[config.mk]
export PLATFORM = sky130hd
export DESIGN_NAME = task_mapper
export DESIGN_NICKNAME = d
export VERILOG_FILES = /design/src/mapper_pkg.sv /design/src/occupancy_map.sv /design/src/cluster_select.sv /design/src/pe_picker.sv /design/src/task_mapper.sv
export VERILOG_INCLUDE_DIRS = /design/src /design/src/src
export SDC_FILE = /design/constraint.sdc
export NUM_CORES = 1
export LEC_CHECK = 0
export BUFFER_PORTS_ARGS = -buffer_cell sky130_fd_sc_hd__buf_2
export CORE_AREA = 2 2 253 180
export CTS_CLUSTER_SIZE = 24
export DETAILED_ROUTE_END_ITERATION = 7
export DIE_AREA = 0 0 255 182
export PLACE_DENSITY_LB_ADDON = 0.15
export SYNTH_ARGS = -nofsm -noshare
export SYNTH_HDL_FRONTEND = slang
export SYNTH_SLANG_ARGS = --single-unit
[constraint.sdc]
create_clock -name clk -period 47.1 [get_ports clk]
set_input_delay 2.355 -clock clk [delete_from_list [all_inputs] [get_ports clk]]
set_output_delay 2.355 -clock clk [all_outputs]
set_load 0.01 [all_outputs]
[src/mapper_consts.svh]
// task mapper sizing constants
// mesh, cluster and neighbor-window dimensions shared by every block

`ifndef MAPPER_CONSTS_SVH
`define MAPPER_CONSTS_SVH

// ############################################################
// mesh geometry
// ############################################################

// processing elements along one side of the full mesh
`define MESH_SIDE 8

// processing elements along one side of a cluster
`define CLUSTER_SIDE 4

// one main cluster plus three sub clusters
`define NUM_CLUSTERS 4

// PEs inside one cluster, including the controller corner
`define PE_PER_CLUSTER 16

// manhattan radius used when counting idle neighbors
`define NEIGHBOR_RADIUS 2

`endif

[src/mapper_pkg.sv]
// task mapper shared types
// node ids, cluster indices, in-cluster coordinates and busy bookkeeping

`include "mapper_consts.svh"

package mapper_pkg;

  // node id on the full mesh, row * MESH_SIDE + col
  typedef logic [$clog2(`MESH_SIDE*`MESH_SIDE)-1:0] node_id_t;
  typedef logic [$clog2(`NUM_CLUSTERS)-1:0]         cluster_t;
  typedef logic [$clog2(`CLUSTER_SIDE)-1:0]         pe_coord_t;
  // needs to hold PE_PER_CLUSTER itself, hence the +1
  typedef logic [$clog2(`PE_PER_CLUSTER+1)-1:0]     busy_count_t;
  // one bit per PE, row-major inside the cluster
  typedef logic [`PE_PER_CLUSTER-1:0]               busy_map_t;

  // clusters 2 and 3 sit in the lower half of the mesh
  function automatic logic row_hi(input cluster_t c);
    return (c == cluster_t'(2)) || (c == cluster_t'(3));
  endfunction

  // clusters 1 and 2 sit in the right half of the mesh
  function automatic logic col_hi(input cluster_t c);
    return (c == cluster_t'(1)) || (c == cluster_t'(2));
  endfunction

  // mesh node id of a PE given its cluster and local row/col
  function automatic node_id_t to_node_id(input cluster_t c,
                                          input pe_coord_t row,
                                          input pe_coord_t col);
    return {row_hi(c), row, col_hi(c), col};
  endfunction

endpackage

[src/occupancy_map.sv]
// occupancy map
// busy bit per PE for all four clusters, set on a grant and cleared on a
// release, with a combinational count of busy PEs per cluster

`include "mapper_consts.svh"

module occupancy_map (
  input  logic                    clk,
  input  logic                    root_task,
  input  logic                    grant_valid,
  input  mapper_pkg::node_id_t    grant_id,
  input  logic                    release_valid,
  input  mapper_pkg::node_id_t    release_id,
  output mapper_pkg::busy_map_t   busy_maps   [0:`NUM_CLUSTERS-1],
  output mapper_pkg::busy_count_t busy_counts [0:`NUM_CLUSTERS-1]
);

  import mapper_pkg::*;

  cluster_t  grant_cluster;
  pe_coord_t grant_row;
  pe_coord_t grant_col;
  cluster_t  release_cluster;
  pe_coord_t release_row;
  pe_coord_t release_col;

  // inverse of to_node_id: the top bit of the mesh row and col pick the quadrant
  function automatic cluster_t cluster_of(input node_id_t id);
    cluster_t c;
    case ({id[5], id[2]})
      2'b00:   c = cluster_t'(0);
      2'b01:   c = cluster_t'(1);
      2'b11:   c = cluster_t'(2);
      default: c = cluster_t'(3);
    endcase
    return c;
  endfunction

  // ############################################################
  // id decode
  // ############################################################

  assign grant_cluster   = cluster_of(grant_id);
  assign grant_row       = grant_id[4:3];
  assign grant_col       = grant_id[1:0];

  assign release_cluster = cluster_of(release_id);
  assign release_row     = release_id[4:3];
  assign release_col     = release_id[1:0];

  // ############################################################
  // busy bits
  // ############################################################

  // a grant always targets a free PE, so letting it win over a
  // release of the same PE only matters for a stray release
  always_ff @(posedge clk or negedge root_task) begin
    if (!root_task) begin
      for (int c = 0; c < `NUM_CLUSTERS; c++) begin
        busy_maps[c] <= '0;
      end
    end else begin
      if (release_valid) begin
        busy_maps[release_cluster][{release_row, release_col}] <= 1'b0;
      end
      if (grant_valid) begin
        busy_maps[grant_cluster][{grant_row, grant_col}] <= 1'b1;
      end
    end
  end

  // popcount per cluster
  always_comb begin
    for (int c = 0; c < `NUM_CLUSTERS; c++) begin
      busy_counts[c] = '0;
      for (int p = 0; p < `PE_PER_CLUSTER; p++) begin
        busy_counts[c] = busy_counts[c] + busy_count_t'(busy_maps[c][p]);
      end
    end
  end

endmodule

[src/cluster_select.sv]
// cluster selector
// holds the active cluster and reloads it with the least-occupied cluster
// whenever an application ends

`include "mapper_consts.svh"

module cluster_select (
  input  logic                    clk,
  input  logic                    root_task,
  input  logic                    app_end,
  input  mapper_pkg::busy_count_t busy_counts [0:`NUM_CLUSTERS-1],
  output mapper_pkg::cluster_t    active_cluster
);

  import mapper_pkg::*;

  cluster_t    least_cluster;
  busy_count_t least_count;

  // ############################################################
  // least-occupied search
  // ############################################################

  // <= lets a later cluster take over on equal counts,
  // so ties end on the highest index
  always_comb begin
    least_cluster = cluster_t'(0);
    least_count   = busy_counts[0];
    for (int c = 1; c < `NUM_CLUSTERS; c++) begin
      if (busy_counts[c] <= least_count) begin
        least_cluster = cluster_t'(c);
        least_count   = busy_counts[c];
      end
    end
  end

  // ############################################################
  // active cluster register
  // ############################################################

  // a request in the app_end cycle still sees the old value
  always_ff @(posedge clk or negedge root_task) begin
    if (!root_task) begin
      active_cluster <= cluster_t'(0);
    end else if (app_end) begin
      active_cluster <= least_cluster;
    end
  end

endmodule

[src/pe_picker.sv]
// PE picker
// scores every free PE of the active cluster and maps the request onto
// the best one; result strobe and ids appear one cycle after the request

`include "mapper_consts.svh"

module pe_picker (
  input  logic                  clk,
  input  logic                  root_task,
  input  logic                  task_valid,
  input  mapper_pkg::cluster_t  active_cluster,
  input  mapper_pkg::busy_map_t busy_maps [0:`NUM_CLUSTERS-1],
  output logic                  grant_valid,
  output mapper_pkg::node_id_t  grant_id,
  output logic                  map_valid,
  output logic                  map_fail,
  output mapper_pkg::node_id_t  src_id,
  output mapper_pkg::node_id_t  dest_id
);

  import mapper_pkg::*;

  // score fields, most significant decides first
  localparam int DIST_W = 3;
  localparam int IDLE_W = $clog2(`PE_PER_CLUSTER);
  localparam int IDX_W  = $clog2(`PE_PER_CLUSTER);
  localparam int KEY_W  = DIST_W + IDLE_W + IDX_W;

  busy_map_t         cur_map;
  pe_coord_t         corner_row;
  pe_coord_t         corner_col;
  logic [IDX_W-1:0]  corner_idx;
  node_id_t          corner_id;
  logic [IDLE_W-1:0] idle_cnt [0:`PE_PER_CLUSTER-1];
  logic              found;
  logic [IDX_W-1:0]  best_idx;

  // manhattan distance between two row-major positions of a cluster
  function automatic int manhattan(input int a, input int b);
    int dr;
    int dc;
    dr = a / `CLUSTER_SIDE - b / `CLUSTER_SIDE;
    dc = a % `CLUSTER_SIDE - b % `CLUSTER_SIDE;
    if (dr < 0) begin
      dr = -dr;
    end
    if (dc < 0) begin
      dc = -dc;
    end
    return dr + dc;
  endfunction

  // ############################################################
  // active cluster view
  // ############################################################

  assign cur_map = busy_maps[active_cluster];

  // controller sits on the cluster's outer mesh corner
  assign corner_row = {$bits(pe_coord_t){row_hi(active_cluster)}};
  assign corner_col = {$bits(pe_coord_t){col_hi(active_cluster)}};
  assign corner_idx = {corner_row, corner_col};
  assign corner_id  = to_node_id(active_cluster, corner_row, corner_col);

  // ############################################################
  // idle neighbors within NEIGHBOR_RADIUS
  // ############################################################

  // the corner PE is never mapped, so it always counts as idle
  always_comb begin
    logic [IDLE_W-1:0] acc;
    for (int p = 0; p < `PE_PER_CLUSTER; p++) begin
      acc = '0;
      for (int q = 0; q < `PE_PER_CLUSTER; q++) begin
        if (q != p && !cur_map[q] && manhattan(p, q) <= `NEIGHBOR_RADIUS) begin
          acc = acc + IDLE_W'(1);
        end
      end
      idle_cnt[p] = acc;
    end
  end

  // ############################################################
  // winner search
  // ############################################################

  // key = distance, then inverted idle count, then row-major index
  // counted from the controller corner; smallest key wins.
  // xor with the corner turns r into 3-r where the corner is on row 3
  always_comb begin
    logic [KEY_W-1:0] key;
    logic [KEY_W-1:0] best_key;
    found    = 1'b0;
    best_key = '1;
    best_idx = '0;
    for (int p = 0; p < `PE_PER_CLUSTER; p++) begin
      key = {DIST_W'(manhattan(p, int'(corner_idx))),
             ~idle_cnt[p],
             IDX_W'(p) ^ corner_idx};
      if (!cur_map[p] && IDX_W'(p) != corner_idx && (!found || key < best_key)) begin
        found    = 1'b1;
        best_key = key;
        best_idx = IDX_W'(p);
      end
    end
  end

  // grant goes straight to the occupancy map so the bit is set
  // at the same edge that shows the result
  assign grant_valid = task_valid & found;
  assign grant_id    = to_node_id(active_cluster,
                                  best_idx[IDX_W-1 -: $bits(pe_coord_t)],
                                  best_idx[$bits(pe_coord_t)-1:0]);

  // ############################################################
  // result registers
  // ############################################################

  always_ff @(posedge clk or negedge root_task) begin
    if (!root_task) begin
      map_valid <= 1'b0;
      map_fail  <= 1'b0;
      src_id    <= '0;
      dest_id   <= '0;
    end else begin
      map_valid <= grant_valid;
      map_fail  <= task_valid & ~found;
      if (task_valid) begin
        src_id  <= corner_id;
        // no destination on a fail
        dest_id <= found ? grant_id : '0;
      end
    end
  end

endmodule

[src/task_mapper.sv]
// task mapper top level
// maps task requests onto PEs of an 8x8 mesh split into four clusters,
// tracking occupancy and moving to the least-busy cluster per application

`include "mapper_consts.svh"

module task_mapper (
  input  logic                 clk,
  input  logic                 root_task,
  input  logic                 task_valid,
  input  logic                 app_end,
  input  logic                 release_valid,
  input  mapper_pkg::node_id_t release_id,
  output logic                 map_valid,
  output logic                 map_fail,
  output mapper_pkg::node_id_t src_id,
  output mapper_pkg::node_id_t dest_id
);

  import mapper_pkg::*;

  busy_map_t   busy_maps   [0:`NUM_CLUSTERS-1];
  busy_count_t busy_counts [0:`NUM_CLUSTERS-1];
  cluster_t    active_cluster;
  logic        grant_valid;
  node_id_t    grant_id;

  // ############################################################
  // occupancy tracking
  // ############################################################

  occupancy_map u_occupancy_map (
    .clk           (clk),
    .root_task     (root_task),
    .grant_valid   (grant_valid),
    .grant_id      (grant_id),
    .release_valid (release_valid),
    .release_id    (release_id),
    .busy_maps     (busy_maps),
    .busy_counts   (busy_counts)
  );

  // switches cluster only at app_end
  cluster_select u_cluster_select (
    .clk            (clk),
    .root_task      (root_task),
    .app_end        (app_end),
    .busy_counts    (busy_counts),
    .active_cluster (active_cluster)
  );

  // ############################################################
  // mapping
  // ############################################################

  pe_picker u_pe_picker (
    .clk            (clk),
    .root_task      (root_task),
    .task_valid     (task_valid),
    .active_cluster (active_cluster),
    .busy_maps      (busy_maps),
    .grant_valid    (grant_valid),
    .grant_id       (grant_id),
    .map_valid      (map_valid),
    .map_fail       (map_fail),
    .src_id         (src_id),
    .dest_id        (dest_id)
  );

endmodule

Word level (Yosys, flattened, before mapping)
Cells that the tools add are included.

storage, ports and cells
  flip-flop bits (word level) = 78
  input bits = 11
  word-level logic and storage cells = 544

operators by class
  add/subtract/negate cells = 180
  $lt $le $gt $ge = 35
  equality and inequality tests = 22
  multiplexer cells = 179
  bitwise gates (word level) = 33
  reduce and logical (&&, ||, !) cells = 86

operators with widths
  operator                                                                count
  4-bit two-way mux                                                       109
  4-bit by 1-bit adder with 4-bit output, second input constant           85
  5-bit by 1-bit adder with 5-bit output                                  56
  11-bit < comparator                                                     15
  11-bit two-way mux                                                      15
  64-bit two-way mux                                                      2
  4-bit NOT                                                               17
  64-bit bitwise AND                                                      1
  16-bit demux with 2-bit select                                          2
  16-bit two-way mux                                                      4
  64-bit NOT                                                              1
  64-bit bitwise OR                                                       1
  3-bit adder                                                             16
  1-bit logical AND                                                       35
  16-bit binary-select mux with 2-bit select                              1
  4-bit inequality test, first input constant                             8
  1-bit zero test                                                         31
  3-bit by 1-bit < comparator with 1-bit output, second input constant    10
  1-bit two-way mux                                                       28
  3-bit two-way mux                                                       8
  3-bit negation                                                          8
  1-bit logical OR                                                        17
  3-bit by 4-bit inequality test with 1-bit output, first input constant  4
  5-bit <= comparator                                                     3
  other kinds (23)                                                        58

Longest topological paths before layout
Gate-level depths: netlist of the first run.

  depth after elaboration = 86
  gate-level depth with buffers = 204
  mapped depth without buffers = 188

Cells and area by module
A second synthesis of the first run with hierarchy kept.

second synthesis, totals
  cells, all modules = 2280
  area, all modules = 18276.3 µm²

modules (own cells, without submodules)
  module          times used  cells each  area an instance (µm²)
  pe_picker       1           1802        13616.8
  occupancy_map   1           411         4120.2
  cluster_select  1           67          539.3

Worst setup path after synthesis of the first run
No wires, ideal clock.

  kind = reg-to-reg
  start = register u_cluster_select.active_cluster[0]
  end = register u_occupancy_map.busy_maps[33] in the netlist's numbering
  setup time = 0.092 ns
  arrival time = 35.429 ns
  setup slack = 11.579 ns
  stages on the path, launching flop included = 192
  path buffers = 17
  clock period less this slack = 35.521 ns
  cells stage by stage = dfrtp_1 > buf_6 > mux4_2 > buf_4 > inv_2 > ha_1 > xnor2_1 > ha_1 > inv_1 > xnor2_1 > nor2_1 > a211oi_1 > a31oi_1 > ha_1 > nand2_1 > o31ai_1 > ha_1 > or2_2 > (+156 left out) > a21oi_4 > o21a_2 > clkbuf_1 > mux2_2 > ha_1 > a21o_1 > a21o_1 > a21oi_1 > o21ai_0 > o21ai_0 > and2_1 > nor3_1 > nand2_1 > and2_1 > or3_1 > buf_6 > buf_6 > o31ai_2

between the ends
  longest elaborated chain between the ends = 86
  elaborated cells between the ends (all ways) = 445

ends and longest elaborated chain
  what                                                                                                                                          line                  source
  start, declared                                                                                                                               cluster_select.sv:12  output mapper_pkg::cluster_t active_cluster
  start signal, assigned                                                                                                                        cluster_select.sv:44  active_cluster <= cluster_t'(0);
  start signal, assigned                                                                                                                        cluster_select.sv:46  active_cluster <= least_cluster;
  2-bit NOT with 3-bit output (implied by the code)                                                                                             pe_picker.sv:57       assign cur_map = busy_maps[active_cluster];
  16-bit binary-select mux with 2-bit select                                                                                                    pe_picker.sv:57
  16-bit two-way mux (implied by the code) (2 in a row)                                                                                         pe_picker.sv:57
  1-bit two-way mux                                                                                                                             pe_picker.sv:75       if (q != p && !cur_map[q] && manhattan(p, q) <= `NEIGHBOR_RADIUS) begin
  4-bit by 1-bit adder with 4-bit output                                                                                                        pe_picker.sv:76       acc = acc + IDLE_W'(1);
  4-bit two-way mux                                                                                                                             pe_picker.sv:75
  4-bit by 1-bit adder with 4-bit output                                                                                                        pe_picker.sv:76
  4-bit two-way mux                                                                                                                             pe_picker.sv:75
  (+69 left out)                                                                                                                                -
  4-bit by 5-bit < comparator with 1-bit output (implied by the code) / 4-bit by 1-bit >= comparator with 1-bit output (equally long branches)  occupancy_map.sv:67   busy_maps[grant_cluster][{grant_row, grant_col}] <= 1'b1;
  1-bit logical AND (implied by the code)                                                                                                       occupancy_map.sv:67
  1-bit two-way mux (implied by the code)                                                                                                       occupancy_map.sv:67
  1-bit demux with 4-bit select                                                                                                                 -
  16-bit two-way mux (implied by the code)                                                                                                      occupancy_map.sv:67
  16-bit demux with 2-bit select                                                                                                                occupancy_map.sv:67
  64-bit bitwise OR (no line)                                                                                                                   -
  64-bit two-way mux *                                                                                                                          occupancy_map.sv:66   if (grant_valid) begin
  end signal, assigned by index                                                                                                                 occupancy_map.sv:60   busy_maps[c] <= '0;
  end signal, assigned by index                                                                                                                 occupancy_map.sv:64   busy_maps[release_cluster][{release_row, release_col}] <= 1'b0;
  end signal, assigned by index                                                                                                                 occupancy_map.sv:67
  end, declared                                                                                                                                 occupancy_map.sv:14   output mapper_pkg::busy_map_t busy_maps [0:`NUM_CLUSTERS-1],

Every way passes the cells marked *; elsewhere a longest branch is shown, timed or not. The select of a mux whose other input is x is not followed.
A chain may end at the register's enable or synchronous reset.

Worst setup path after layout of the first run
  start = register u_cluster_select.active_cluster[0]
  end = register u_occupancy_map.busy_maps[7] in the netlist's numbering

Same word-level chain as after synthesis.

==> impl_results.md, run 1 <==
* DRC Markers at 0
* Worst reg2reg setup slack at 4390 ps
* Die Ht at 182 microns
* Largest cells by area after synthesis: ha_1 20%, dfrtp_1 11%, xnor2_1 7.2%, fa_1 4.6%, o21ai_0 4.5%
* Die area at 0.0464 sq mm
* Drt initial violations at 1530
* Final nets at 2489
* Vias in the first global route at 15600
* Post-DP Area at 0.0182 sq mm
* Critical path's largest stage delay at 920 ps
* GRT Overall Usage at 26.5%
* Asr flop ratio synth at 100%
* R2R cell count at 176
* Final Wtd Congestion at 0.998
* Finished Layout Cells at 2764
* CORE AREA at 0.0443 sq mm
* I/O Buffers at 24
* Final setup viols at 0
* CTS tree: built
* Maxcap violations at 0
* Drt via density at 5.91
* Fin crit share at 90.7%
* Setup TNS at 0 ps
* Fmax at 0.0234 GHz
* Share of cells above drive strength 1 at 8.84%
* Avg Cell Area, Syn at 8.03 sq um
* Critical path depth in cells at 176
* Starting Density at 39.5%
* Synthesized area at 0.0175 sq mm
* Clock skew at 6.97 ps
* H-Tree Depth at 3
* Crit-path leading delay family: compound AO/OA/AOI/OAI gates
* Worst path bufs/invs at 9
* Hold-fix buffers, CTS at 0
* Top FF cell, synth: dfrtp_1
* Outcome: completed
* Clk slew on worst S/H paths at 60 ps
* Yosys top cell by area: ha_1
* Via count at 16300
* Antenna Cells at 0
* # fillers at 4609
* Net Count, Synth at 2510
* CP most frequent cell: a21o_1
* Crit Path Category: flip-flop to flip-flop
* WL/cell at 22.2 microns
* Total grt overflow at 0
* Antenna-violating nets left at 0
* Clk_lat worst skew at 350 ps
* Initial antenna violation count at 2
* Post-DP HPWL at 48.0 mm
* RSZ-0062 raised after global routing: false
* Yosys top cell area share at 20.0%
* Worst slack, placed at 5380 ps
* Die W at 255 microns
* Most frequent cell after synthesis: ha_1
* Multi-input logic area at 0.0144 sq mm
* Warnings from Yosys at 0
* Yosys reg bits at 76
* Placed Cells at 2750
* Num CTS Buffers at 9
* Beginning of the critical path: u_cluster_select.active_cluster[0]
* TritonCTS Sinks at 76
* Syn Inst Count at 2179
* Root buf cell: clkbuf_16
* Crit end category: flip-flop
* Largest net degree at the start of global routing at 77
* Worst Hold Class: flip-flop to flip-flop
* Worst rel slew slack at 24.1%
* Final Cell Area at 0.0185 sq mm
* Area growth syn-to-layout at 5.87%
* Startpoint types: flip-flop
* Final Max Slew Viols at 0
* Number of synthesized flops with an enable pin at 0
* Crit-path max FO at 30
* Final Hold Fails at 0
* Sequential area share after synthesis at 10.9%
* Hold depth at 1
* Post_cts resized at 0
* Slew @ Worst Pin at 1130 ps
* Routed WL at 61.3 mm
* Post-synth top cells: 280 x ha_1, 203 x nand2_1, 199 x inv_1
* First-pass GRT wire length at 94.9 mm
* Synth unique cells at 93
* Worst R2R Start: u_cluster_select.active_cluster[0]
* RR Endpoint: u_occupancy_map.busy_maps[7]
* Critical-path top delay cell: o21ai_1
* CP Data Required Time at 47350 ps
* Minimum clock period at 42710 ps
* Worst Setup EP: u_occupancy_map.busy_maps[7]
* Rows at 65
* CP arrival at 42960 ps
* CTS Buffer Depth at 2
* DR pass1 iterations at 5
* Post-CTS setup buffers at 0
* I/O Pins at 25
* Final WS setup at 4390 ps
* Register area at 0.00190 sq mm
-- worst min path at each step --
stage,startpoint,endpoint,slack (ps)
3_3_place_gp,u_pe_picker.dest_id[3],u_pe_picker.dest_id[3],470
2_1_floorplan,u_occupancy_map.busy_maps[48],u_occupancy_map.busy_maps[48],480
6_report,u_pe_picker.dest_id[3],u_pe_picker.dest_id[3],490
5_1_grt,u_pe_picker.dest_id[3],u_pe_picker.dest_id[3],520
4_1_cts,u_pe_picker.dest_id[3],u_pe_picker.dest_id[3],490
3_5_place_dp,u_pe_picker.dest_id[3],u_pe_picker.dest_id[3],480
-- metal layers --
layer	GRT usage [%]	up-vias	wire [microns]
met2	38.9	616	25400
met1	40.6	7922	30300
met5	0	-	0
met4	5.19	0	905
met3	3.80	53	4710
li1	-	7747	-
-- worst register-to-register path: cells and delay by family (launching register included) --
| family | cells | cell delay (ps) |
|---|---|---|
| AOI/OAI and AO/OA | 104 | 25630 |
| xor gates and xnor gates | 2 | 630 |
| adders and majority gates | 19 | 5680 |
| buffers and inverters | 9 | 1550 |
| DFF | 1 | 320 |
| muxes | 8 | 3580 |
| and+or+nand+nor | 34 | 5280 |
-- placed cells by master (no fill, tap or decap), types with 9 or more instances in the layout --
master / count
fa_1: 40
o41ai_1: 11
a22oi_1: 9
o21ai_0: 157
nand3_1: 56
mux2_2: 51
mux2i_1: 72
nor3_1: 34
buf_4: 39
o31ai_1: 38
o211ai_1: 16
or3_1: 10
and2_1: 16
and3_1: 12
a31oi_1: 20
clkbuf_16: 9
a21o_1: 67
dfrtp_1: 76
o31ai_2: 12
a211oi_1: 17
xnor3_1: 15
xor2_1: 32
xnor2_1: 144
nand2b_1: 29
inv_1: 199
nor2b_1: 42
buf_2: 23
nand2_1: 203
ha_1: 280
nand4_1: 39
nor2_1: 121
o21a_1: 27
a21oi_1: 92
-- flip-flops by register name, summed over array words and instances (netlist names) --
| name | cells |
|---|---|
| u_pe_picker.map_valid | 1 |
| u_pe_picker.map_fail | 1 |
| u_pe_picker.dest_id | 6 |
| u_pe_picker.src_id | 2 |
| u_cluster_select.active_cluster | 2 |
| u_occupancy_map.busy_maps | 64 |
-- layout make-up --
type / count / area share [%]
multi-input combinational: 1803 / 77.8
clock buffer: 12 / 1.44
clock inverter: 2 / 0.0541
sequential: 76 / 10.3
inverter: 206 / 4.18
timing repair buffer: 62 / 2.20
tap: 603 / 4.07
-- cell families (layout without fill, tap and decap cells) --
group / after synthesis / count (layout) / share of synthesized area (%)
flip-flops: 76 / 76 / 10.9
adder cells (fa/ha/maj): 322 / 322 / 24.7
XOR/XNOR: 192 / 192 / 10.8
multiplexers: 132 / 132 / 8.49
buffers and inverters: 300 / 282 / 6.87
AND/OR/NAND/NOR: 592 / 592 / 16.2
other: 1 / 1 / 0.0214
AO/OA/AOI/OAI: 564 / 564 / 22.0
-- stage by stage --
step	hold WS, ps	util [%]
after floorplan	483	-
after global placement	467	41.2
after detailed placement	476	41.2
after CTS	490	41.8
after global routing	518	41.8
final	486	41.8
Power of run 1 is left out: the tool's default activity adds up to more than one toggle a clock period on the data nets, which glitch-free logic cannot reach.
==> run 2: changes to the inputs <==
CTS_BUF_LIST = sky130_fd_sc_hd__clkbuf_4   (was default)
==> run 2 against run 1 <==
Net effect: cell area fell by 1.0%; non-clock buffer count unchanged; maximum frequency hardly changed; count of clock-buffer cells in the layout down 3; sequential share of layout area is 0.11 points higher; core utilization is 0.42 points lower; hold slack better by 9.8 ps; global-route usage hardly changed; clock skew increased by 6.6 ps; critical path type unchanged.
==> impl_results.md, run 2 (synthesized netlist as in run 1, its figures left out) <==
* Hold-fix buffers, CTS at 0
* Biggest regs: u_occupancy_map.busy_maps: 64 flops, u_pe_picker.dest_id: 6 flops
* Setup TNS at 0 ps
* R2R cell count at 176
* Slew @ Worst Pin at 1170 ps
* Clk slew on worst S/H paths at 120 ps
* Final Hold Fails at 0
* Starting Density at 39.5%
* Rows at 65
* Register area at 0.00190 sq mm
* First-pass GRT wire length at 94.9 mm
* Worst Hold Class: flip-flop to flip-flop
* Multi-input logic area at 0.0144 sq mm
* Drt initial violations at 1298
* Antenna Cells at 0
* Crit end category: flip-flop
* I/O Buffers at 24
* Initial antenna violation count at 2
* Final Max Slew Viols at 0
* Area growth syn-to-layout at 4.79%
* Max reg flops at 64
* Outcome: completed
* Critical-path top delay cell: o21ai_1
* Die area at 0.0464 sq mm
* CORE AREA at 0.0443 sq mm
* Post_cts resized at 0
* DR pass1 iterations at 5
* CP arrival at 43110 ps
* Fin crit share at 90.7%
* Most flops, register: u_occupancy_map.busy_maps
* Final setup viols at 0
* Antenna-violating nets left at 0
* Maxcap violations at 0
* Critical path's largest stage delay at 910 ps
* Via count at 16400
* Hold depth at 1
* Most common cell after layout, fill and taps aside: ha_1
* CP most frequent cell: a21o_1
* # fillers at 4626
* I/O Pins at 25
* Routed WL at 61.3 mm
* H-Tree Depth at 3
* Worst slack, placed at 5380 ps
* WL/cell at 22.2 microns
* Minimum clock period at 42740 ps
* Clk_lat worst skew at 460 ps
* GRT Overall Usage at 26.5%
* Post-DP HPWL at 48.0 mm
* Vias in the first global route at 15600
* Share of cells above drive strength 1 at 8.70%
* Startpoint types: flip-flop
* Most frequent cells in the layout: 280 x ha_1, 203 x nand2_1, 199 x inv_1
* Die W at 255 microns
* Total grt overflow at 0
* CTS Buffer Depth at 2
* Drt via density at 5.92
* Post-CTS setup buffers at 0
* Root buf cell: clkbuf_4
* DRC Markers at 0
* Crit-path max FO at 30
* Clock skew at 13.6 ps
* Final Wtd Congestion at 0.998
* CTS tree: built
* Num CTS Buffers at 9
* Final WS setup at 4360 ps
* Largest net degree at the start of global routing at 77
* Crit Path Category: flip-flop to flip-flop
* RSZ-0062 raised after global routing: false
* Die Ht at 182 microns
* Final nets at 2489
* TritonCTS Sinks at 76
* CP Data Required Time at 47470 ps
* Worst rel slew slack at 21.9%
* Fmax at 0.0234 GHz
-- run 2: cell type report --
type                    count  share of cell area [%]
clock buffers               9                   0.369
clock inverters             5                   0.116
inverters                 206                    4.22
multi-input cells        1803                    78.6
flip-flops and latches     76                    10.4
well taps                 603                    4.12
repair buffers             62                    2.23
-- run 2: worst max-delay path: cells and delay by family (launching register included) --
| kind | cells | cell delay [ps] |
|---|---|---|
| AOI/OAI and AO/OA | 104 | 25680 |
| xor gates and xnor gates | 2 | 620 |
| adders and majority gates | 19 | 5650 |
| buffers and inverters | 9 | 1540 |
| DFF | 1 | 340 |
| muxes | 8 | 3550 |
| and+or+nand+nor | 34 | 5220 |
-- run 2: per-stage QoR --
stage	instance area (sq um)	utilization [%]	hold WS, ps	std cells
floorplan	17500	-	483	2179
global placement	18200	41.2	467	2750
detailed placement	18200	41.2	476	2750
CTS	18300	41.4	503	2764
global route	18300	41.4	533	2764
finish	18300	41.4	495	2764
-- run 2: routing by layer --
layer | wire [microns] | share of wire, % | vias up | track usage (%)
met5 | 0 | 0 | - | 0
met2 | 25200 | 41 | 644 | 38.8
met3 | 4830 | 7.9 | 63 | 4.17
met1 | 30300 | 49 | 7891 | 40.6
li1 | - | - | 7752 | -
met4 | 950 | 1.6 | 0 | 4.77
-- run 2: worst paths after layout --
path	from	end	slack [ps]
worst max-delay path	u_cluster_select.active_cluster[0]	u_occupancy_map.busy_maps[7]	4360
worst min-delay path	u_pe_picker.dest_id[3]	u_pe_picker.dest_id[3]	500
worst max register to register	u_cluster_select.active_cluster[0]	u_occupancy_map.busy_maps[7]	4360
worst min register to register	u_pe_picker.dest_id[3]	u_pe_picker.dest_id[3]	500
max in group asynchronous	root_task	u_occupancy_map.busy_maps[1]	44380
min in group asynchronous	root_task	u_occupancy_map.busy_maps[59]	2040
Power of run 2 is left out for the same reason.
